## src/hw_overlay_pkg.sv

```systemverilog
package hw_overlay_pkg;

    // Pixel and coordinate widths.
    localparam int COLOR_W = 10;
    localparam int COORD_W = 11;

    typedef struct packed {
        logic [COLOR_W-1:0] red;
        logic [COLOR_W-1:0] green;
        logic [COLOR_W-1:0] blue;
    } pixel_color_t;

    // Handwriting bitmap geometry.
    localparam int CELL_COLS  = 30;
    localparam int CELL_ROWS  = 30;
    localparam int CELL_COUNT = CELL_COLS * CELL_ROWS;
    localparam int CELL_PX    = 3;
    localparam int FRAME_PX   = 5;
    localparam int PAD_PX     = 2 * FRAME_PX + CELL_COLS * CELL_PX;

    typedef logic [$clog2(CELL_COUNT)-1:0] cell_idx_t;

    localparam logic [COLOR_W-1:0] CH_ON  = '1;
    localparam logic [COLOR_W-1:0] CH_OFF = '0;

    localparam pixel_color_t WHITE = '{CH_ON, CH_ON, CH_ON};

    // Classic bar order, left to right.
    localparam pixel_color_t BAR_COLORS [0:7] = '{
        '{CH_ON,  CH_ON,  CH_ON},
        '{CH_ON,  CH_ON,  CH_OFF},
        '{CH_OFF, CH_ON,  CH_ON},
        '{CH_OFF, CH_ON,  CH_OFF},
        '{CH_ON,  CH_OFF, CH_ON},
        '{CH_ON,  CH_OFF, CH_OFF},
        '{CH_OFF, CH_OFF, CH_ON},
        '{CH_OFF, CH_OFF, CH_OFF}
    };

endpackage

```

## src/pixel_if.sv

```systemverilog
`timescale 1ns/1ps

interface pixel_if;
    import hw_overlay_pkg::*;

    // One pixel per clock, no handshake.
    logic [COORD_W-1:0] x;
    logic [COORD_W-1:0] y;
    logic               active;
    pixel_color_t       color;

    modport src (
        output x,
        output y,
        output active,
        output color
    );

    modport snk (
        input x,
        input y,
        input active,
        input color
    );

endinterface

```

## src/video_timing.sv

```systemverilog
`timescale 1ns/1ps

module video_timing #(
    parameter int H_ACTIVE = 640,
    parameter int H_TOTAL  = 800,
    parameter int V_ACTIVE = 480,
    parameter int V_TOTAL  = 525
) (
    input  logic   i_clk,
    input  logic   i_rst_n,
    pixel_if.src   o_px
);
    import hw_overlay_pkg::*;

    logic [COORD_W-1:0] h_cnt;
    logic [COORD_W-1:0] v_cnt;
    logic               h_wrap;
    logic               v_wrap;

    assign h_wrap = (h_cnt == COORD_W'(H_TOTAL - 1));
    assign v_wrap = (v_cnt == COORD_W'(V_TOTAL - 1));

    // Horizontal counter runs every clock.
    always_ff @(posedge i_clk or negedge i_rst_n) begin
        if (!i_rst_n) begin
            h_cnt <= '0;
        end else if (h_wrap) begin
            h_cnt <= '0;
        end else begin
            h_cnt <= h_cnt + 1'b1;
        end
    end

    // Vertical counter steps at the end of each line.
    always_ff @(posedge i_clk or negedge i_rst_n) begin
        if (!i_rst_n) begin
            v_cnt <= '0;
        end else if (h_wrap) begin
            if (v_wrap) begin
                v_cnt <= '0;
            end else begin
                v_cnt <= v_cnt + 1'b1;
            end
        end
    end

    assign o_px.x      = h_cnt;
    assign o_px.y      = v_cnt;
    assign o_px.active = (h_cnt < COORD_W'(H_ACTIVE)) && (v_cnt < COORD_W'(V_ACTIVE));

endmodule

```

## src/color_bar_gen.sv

```systemverilog
`timescale 1ns/1ps

module color_bar_gen (
    pixel_if.snk i_px,
    pixel_if.src o_px
);
    import hw_overlay_pkg::*;

    localparam int BAR_PX = 80;
    localparam int BARS   = 8;

    logic [2:0] bar;

    // Divide the column by the bar width with a ladder of compares.
    always_comb begin
        bar = 3'(BARS - 1);
        for (int i = BARS - 2; i >= 0; i--) begin
            if (i_px.x < COORD_W'((i + 1) * BAR_PX)) begin
                bar = 3'(i);
            end
        end
    end

    assign o_px.x      = i_px.x;
    assign o_px.y      = i_px.y;
    assign o_px.active = i_px.active;

    // Blanking stays black.
    assign o_px.color  = i_px.active ? BAR_COLORS[bar] : '0;

endmodule

```

## src/handwrite_canvas.sv

```systemverilog
`timescale 1ns/1ps

module handwrite_canvas (
    input  logic                                i_clk,
    input  logic                                i_rst_n,
    input  logic                                i_pen_we,
    input  logic                                i_pen_clr,
    input  logic                                i_pen_val,
    input  logic [4:0]                          i_pen_col,
    input  logic [4:0]                          i_pen_row,
    output logic [hw_overlay_pkg::CELL_COUNT-1:0] o_bitmap
);
    import hw_overlay_pkg::*;

    logic [CELL_COUNT-1:0] cells;
    cell_idx_t             wr_idx;
    logic                  wr_ok;

    // Pen positions off the grid are dropped.
    assign wr_ok = (i_pen_col < 5'(CELL_COLS)) && (i_pen_row < 5'(CELL_ROWS));

    // Row-major cell index.
    assign wr_idx = cell_idx_t'(i_pen_row) * cell_idx_t'(CELL_COLS)
                  + cell_idx_t'(i_pen_col);

    always_ff @(posedge i_clk or negedge i_rst_n) begin
        if (!i_rst_n) begin
            cells <= '0;
        end else if (i_pen_clr) begin
            // Clear wins over a write in the same cycle.
            cells <= '0;
        end else if (i_pen_we && wr_ok) begin
            cells[wr_idx] <= i_pen_val;
        end
    end

    assign o_bitmap = cells;

endmodule

```

## src/add_hand_write.sv

```systemverilog
`timescale 1ns/1ps

module add_hand_write #(
    parameter int PAD_X   = 536,
    parameter int PAD_Y   = 180,
    parameter int SLIDE_Y = 330
) (
    input  logic                                 i_clk,
    input  logic                                 i_rst_n,
    pixel_if.snk                                 i_px,
    input  logic [hw_overlay_pkg::CELL_COUNT-1:0] i_bitmap,
    input  logic [hw_overlay_pkg::COORD_W-1:0]    i_displacement,
    output logic [hw_overlay_pkg::COORD_W-1:0]    o_x,
    output logic [hw_overlay_pkg::COORD_W-1:0]    o_y,
    output logic                                 o_active,
    output logic [hw_overlay_pkg::COLOR_W-1:0]    o_red,
    output logic [hw_overlay_pkg::COLOR_W-1:0]    o_green,
    output logic [hw_overlay_pkg::COLOR_W-1:0]    o_blue
);
    import hw_overlay_pkg::*;

    // Signed offsets need room for negative values and the displacement.
    localparam int OFF_W = COORD_W + 2;
    localparam int RECIP = (65536 + CELL_PX - 1) / CELL_PX;

    logic signed [OFF_W-1:0] dx;
    logic signed [OFF_W-1:0] dy_fix;
    logic signed [OFF_W-1:0] dy_slide;
    logic                    in_fix_box;
    logic                    in_slide_box;
    logic                    fix_frame;
    logic                    slide_frame;
    logic [6:0]              col_off;
    logic [6:0]              row_off;
    cell_idx_t               cell_idx;
    pixel_color_t            color_next;

    logic [COORD_W-1:0]      px_x;
    logic [COORD_W-1:0]      px_y;
    logic                    px_active;
    pixel_color_t            px_color;

    function automatic logic in_span(input logic signed [OFF_W-1:0] d);
        return (d >= 0) && (d < PAD_PX);
    endfunction

    function automatic logic on_frame(input logic signed [OFF_W-1:0] d);
        return (d < FRAME_PX) || (d >= PAD_PX - FRAME_PX);
    endfunction

    // Divide by the cell size via a 16-bit reciprocal.
    function automatic logic [4:0] to_cell(input logic [6:0] off);
        logic [22:0] prod;
        prod = 23'(off) * 23'(RECIP);
        return prod[20:16];
    endfunction

    assign dx       = OFF_W'($signed({2'b00, i_px.x}) - PAD_X);
    assign dy_fix   = OFF_W'($signed({2'b00, i_px.y}) - PAD_Y);
    // Sliding box top is SLIDE_Y minus the displacement.
    assign dy_slide = OFF_W'($signed({2'b00, i_px.y}) - SLIDE_Y
                    + $signed({2'b00, i_displacement}));

    assign in_fix_box   = (i_displacement == '0) && in_span(dx) && in_span(dy_fix);
    assign in_slide_box = (i_displacement != '0) && in_span(dx) && in_span(dy_slide);
    assign fix_frame    = on_frame(dx) || on_frame(dy_fix);
    assign slide_frame  = on_frame(dx) || on_frame(dy_slide);

    assign col_off  = 7'(dx - FRAME_PX);
    assign row_off  = 7'(dy_fix - FRAME_PX);
    assign cell_idx = cell_idx_t'(to_cell(row_off)) * cell_idx_t'(CELL_COLS)
                    + cell_idx_t'(to_cell(col_off));

    always_comb begin
        color_next = i_px.color;
        if (!i_px.active) begin
            color_next = '0;
        end else if (in_fix_box) begin
            if (fix_frame) begin
                color_next = WHITE;
            end else if (i_bitmap[cell_idx]) begin
                color_next = WHITE;
            end
        end else if (in_slide_box && slide_frame) begin
            // Pad still sliding in, frame only.
            color_next = WHITE;
        end
    end

    always_ff @(posedge i_clk or negedge i_rst_n) begin
        if (!i_rst_n) begin
            px_x      <= '0;
            px_y      <= '0;
            px_active <= 1'b0;
            px_color  <= '0;
        end else begin
            px_x      <= i_px.x;
            px_y      <= i_px.y;
            px_active <= i_px.active;
            px_color  <= color_next;
        end
    end

    assign o_x      = px_x;
    assign o_y      = px_y;
    assign o_active = px_active;
    assign o_red    = px_color.red;
    assign o_green  = px_color.green;
    assign o_blue   = px_color.blue;

endmodule

```

## src/hw_display_top.sv

```systemverilog
`timescale 1ns/1ps

module hw_display_top #(
    parameter int H_ACTIVE = 640,
    parameter int H_TOTAL  = 800,
    parameter int V_ACTIVE = 480,
    parameter int V_TOTAL  = 525,
    parameter int PAD_X    = 536,
    parameter int PAD_Y    = 180,
    parameter int SLIDE_Y  = 330
) (
    input  logic                              i_clk,
    input  logic                              i_rst_n,
    input  logic [hw_overlay_pkg::COORD_W-1:0] i_displacement,
    input  logic                              i_pen_we,
    input  logic                              i_pen_clr,
    input  logic                              i_pen_val,
    input  logic [4:0]                        i_pen_col,
    input  logic [4:0]                        i_pen_row,
    output logic [hw_overlay_pkg::COORD_W-1:0] o_x,
    output logic [hw_overlay_pkg::COORD_W-1:0] o_y,
    output logic                              o_active,
    output logic [hw_overlay_pkg::COLOR_W-1:0] o_red,
    output logic [hw_overlay_pkg::COLOR_W-1:0] o_green,
    output logic [hw_overlay_pkg::COLOR_W-1:0] o_blue
);
    import hw_overlay_pkg::*;

    logic [CELL_COUNT-1:0] bitmap;

    pixel_if raw_px ();
    pixel_if bg_px ();

    video_timing #(
        .H_ACTIVE (H_ACTIVE),
        .H_TOTAL  (H_TOTAL),
        .V_ACTIVE (V_ACTIVE),
        .V_TOTAL  (V_TOTAL)
    ) u_timing (
        .i_clk   (i_clk),
        .i_rst_n (i_rst_n),
        .o_px    (raw_px)
    );

    color_bar_gen u_bars (
        .i_px (raw_px),
        .o_px (bg_px)
    );

    handwrite_canvas u_canvas (
        .i_clk     (i_clk),
        .i_rst_n   (i_rst_n),
        .i_pen_we  (i_pen_we),
        .i_pen_clr (i_pen_clr),
        .i_pen_val (i_pen_val),
        .i_pen_col (i_pen_col),
        .i_pen_row (i_pen_row),
        .o_bitmap  (bitmap)
    );

    add_hand_write #(
        .PAD_X   (PAD_X),
        .PAD_Y   (PAD_Y),
        .SLIDE_Y (SLIDE_Y)
    ) u_overlay (
        .i_clk          (i_clk),
        .i_rst_n        (i_rst_n),
        .i_px           (bg_px),
        .i_bitmap       (bitmap),
        .i_displacement (i_displacement),
        .o_x            (o_x),
        .o_y            (o_y),
        .o_active       (o_active),
        .o_red          (o_red),
        .o_green        (o_green),
        .o_blue         (o_blue)
    );

endmodule

```

## config.mk

```make
export PLATFORM = sky130hd
export DESIGN_NAME = hw_display_top
export DESIGN_NICKNAME = d
export VERILOG_FILES = /design/src/hw_overlay_pkg.sv /design/src/pixel_if.sv /design/src/video_timing.sv /design/src/color_bar_gen.sv /design/src/handwrite_canvas.sv /design/src/add_hand_write.sv /design/src/hw_display_top.sv
export SDC_FILE = /design/constraint.sdc
export NUM_CORES = 2
export LEC_CHECK = 0
export BUFFER_PORTS_ARGS = -buffer_cell sky130_fd_sc_hd__buf_2
export CELL_PAD_IN_SITES_DETAIL_PLACEMENT = 1
export CELL_PAD_IN_SITES_GLOBAL_PLACEMENT = 2
export CORE_UTILIZATION = 41
export DETAILED_ROUTE_END_ITERATION = 10
export GPL_TIMING_DRIVEN = 1
export PLACE_DENSITY_LB_ADDON = 0.25
export SLEW_MARGIN = 10
export SYNTH_ARGS = -nofsm -noshare
export SYNTH_HDL_FRONTEND = slang
export SYNTH_SLANG_ARGS = --single-unit
export TNS_END_PERCENT = 5
```

## constraint.sdc

```tcl
create_clock -name i_clk -period 11.6 [get_ports i_clk]
set_clock_uncertainty 0.05 [all_clocks]
set_input_delay 2.32 -clock i_clk [delete_from_list [all_inputs] [get_ports i_clk]]
set_output_delay 2.32 -clock i_clk [all_outputs]
set_load 0.05 [all_outputs]
```

==> impl_metrics.tcl <==
set metrics [dict create \
    synth.most_common_cell "nand3_1" \
    clockRootBuffer "clkbuf_16" \
    clk_latency_ns 0.75 \
    critPathTopFamily "adder cells" \
    fin_crit_ns 10.77 \
    gp_congestion 0.919 \
    grt_pass1_wl_um 380000 \
    hpwl_um 147000 \
    area_delta_synth_final_pct 9.69 \
    drc 0 \
    ys_seq_area_frac 0.425 \
    cp.arrival_ns 11.34 \
    cts_tree "yes" \
    slew_headroom 0.136 \
    p_per_area_nw_per_um2 140 \
    path_buf_inv 9 \
    nets 6257 \
    drv_slew 0 \
    synth_top_area_share 0.425 \
    async_reset_ff_frac 1.00 \
    cp_slowest_stage_delay_ns 0.62 \
    syn_area_um2 55900 \
    io_pins 79 \
    placed_cells 7718 \
    end_kind "register" \
    synthTopCellsByCount "1,014 x nand3_1, 1,001 x o21ai_0, 999 x a21oi_1, 948 x dfrtp_1, 586 x clkbuf_1" \
    start_util 0.413 \
    avgSynthCellArea_um2 8.72 \
    vias 53786 \
    dieHeight_um 371 \
    setup_ws_ns 0.829 \
    drt_iter0_drc 6839 \
    crit_required_ns 12.17 \
    synth_edf_count 0 \
    critPathMaxFanout 12 \
    numCtsBuffers 113 \
    final.setup.tns_ns 0 \
    finalHoldViolCount 0 \
    ys.flop_type "dfrtp_1" \
    antenna_violating_nets_post_route 0 \
    fin_cells 7935 \
    grt_overflow 0 \
    grt_setup_unrepaired "false" \
    whs_ns 0.490 \
    hp-class "reg2reg" \
    fmax_mhz 92.8 \
    status "complete, no violations" \
    crit_type "reg2reg" \
    num_rows 135 \
    post-place-ws_ns 0.630 \
    die_w_um 371 \
    antenna_found_initial 18 \
    grt_usage 0.372 \
    synth.distinct_cells 102 \
    core-area_um2 135000 \
    ir_drop_uv 109 \
    max_cap_violations 0 \
    cp_common_cell "inv_1" \
    finalCritPeriodShare 0.929 \
    htree_levels 3 \
    grt_start_max_net_pins 204 \
    wl_per_cell_um 32.6 \
    synth_seq_cells 948 \
    synth_top_area_cell "dfrtp_1" \
    setup_viol 0 \
    p_leak_nw 24.1 \
    tightest_slew_ns 1.29 \
    syn-instance-count 6404 \
    ys_warn_count 0 \
    dr.pass1.iters 5 \
    routed_wl_um 258000 \
    clkSinkCount 948 \
    vias_per_cell 6.78 \
    mappedNetlistNets 6605 \
    worst_setup_hold_path_clk_slew_ns 0.06 \
    die-area_um2 138000 \
    n_fill_cell 15510 \
    drive_gt1_frac 0.115 \
    clockBufferDepth 3 \
    cp_slowest_cell "fa_1" \
    grt_pass1_vias 53967 \
    critPathLaunchType "register" \
    synth_top_cells_by_area "dfrtp_1 42%, nand3_1 9.1%, o21ai_0 9.0%, a21oi_1 8.9%, mux4_2 5.2%" \
    io_buffers 78 \
]
## tightest hold or removal path: stages (launching register included)
cell and delay (ns):
dfrtp_1 0.37, o21ai_0 0.07, a21oi_1 0.06
## layout make-up
| cell class | instances | area (um2) | area share |
|---|---|---|---|
| multi-input cells | 4620 | 29300 | 0.478 |
| flip-flops and latches | 948 | 23700 | 0.387 |
| clock buffers | 174 | 3350 | 0.0547 |
| well taps | 1781 | 2230 | 0.0364 |
| repair buffers | 247 | 1850 | 0.0302 |
| inverters | 126 | 473 | 0.00772 |
| clock inverters | 32 | 322 | 0.00525 |
| diodes | 7 | 17.5 | 0.000286 |
## cell families (layout without fill, tap and decap cells)
kind of cell	after synthesis	count (layout)	share of synthesized area
flip-flops	948	948	0.425
AND/OR/NAND/NOR	1767	1767	0.152
adder cells (fa/ha/maj)	175	175	0.0438
XOR/XNOR	88	88	0.0146
AO/OA/AOI/OAI	2286	2286	0.221
buffers and inverters	836	579	0.0607
multiplexers	304	304	0.0838
other	0	7	0
## power breakdown
group / switching [mW] / internal [mW]
sequential: 0.00401 / 3.31
clock: 1.56 / 2.07
combinational: 1.44 / 0.190
## metrics by stage
| stage | area, um2 | utilization | total power, mW |
|---|---|---|---|
| finish | 61300 | 0.453 | 8.58 |
| global route | 61300 | 0.453 | 8.76 |
| CTS | 61200 | 0.452 | 8.54 |
| detailed placement | 57500 | 0.425 | 4.95 |
| global placement | 57500 | 0.425 | 4.94 |
| floorplan | 55900 | - | 4.11 |
## flip-flops by register name (all words and copies together) (netlist names)
| register | count |
|---|---|
| u_overlay.o_red | 1 |
| u_overlay.o_active | 1 |
| u_timing.o_px.x | 11 |
| u_overlay.o_blue | 1 |
| u_canvas.o_bitmap | 900 |
| u_timing.o_px.y | 11 |
| u_overlay.o_green | 1 |
| u_overlay.o_x | 11 |
| u_overlay.o_y | 11 |
## per-layer routing
metal | share of wire | vias up | GRT usage | wire length, um
met3 | 0.089 | 726 | 0.0712 | 23000
met1 | 0.41 | 27877 | 0.503 | 106000
met4 | 0.063 | 10 | 0.215 | 16400
met5 | 0.00030 | - | 0 | 77
li1 | - | 22534 | - | -
met2 | 0.44 | 2639 | 0.556 | 113000
## layout by cell type, fill, tap and decap left out, types with 11 or more instances in the layout
master	instances
fa_1	34
xnor2_1	52
nor2_1	125
xor2_1	27
a31oi_1	25
o21ai_0	1001
clkbuf_16	115
dfrtp_1	948
nand2b_1	11
nor2_4	38
buf_12	13
nor2b_1	19
clkinv_2	18
nand2_2	30
inv_1	124
buf_4	156
nor4_1	24
or3_1	17
nand2_1	281
nor2_2	22
a21oi_1	999
o31ai_1	13
mux2_2	15
o22ai_1	30
ha_1	138
a311oi_1	16
nand3_1	1014
mux4_2	128
mux2i_1	159
nor3_1	96
buf_2	75
and3_1	22
o221ai_1	11
clkbuf_8	25
o211ai_1	12
clkbuf_1	34
nand4_1	23
a211oi_1	45
## final timing paths
kind,start,end,slack (ns),depth (start not counted)
setup / recovery,u_timing.o_px.y[3],u_overlay.o_blue[8],0.83,39
hold / removal,u_canvas.o_bitmap[216],u_canvas.o_bitmap[216],0.49,2
setup reg to reg,u_timing.o_px.y[3],u_overlay.o_blue[8],0.83,39
hold reg to reg,u_canvas.o_bitmap[216],u_canvas.o_bitmap[216],0.49,2
max in group asynchronous,i_rst_n,u_canvas.o_bitmap[55],7.75,3
min in group asynchronous,i_rst_n,u_canvas.o_bitmap[507],1.51,1
## repair_timing
item | 4_1_cts | 5_1_grt
buffers inserted | 0 | 4
hold buffers | 0 | 0
gates resized for setup | 0 | 5
endpoints found under the setup margin | 0 | 3
Note: power is estimated with default switching activity, not from simulation.
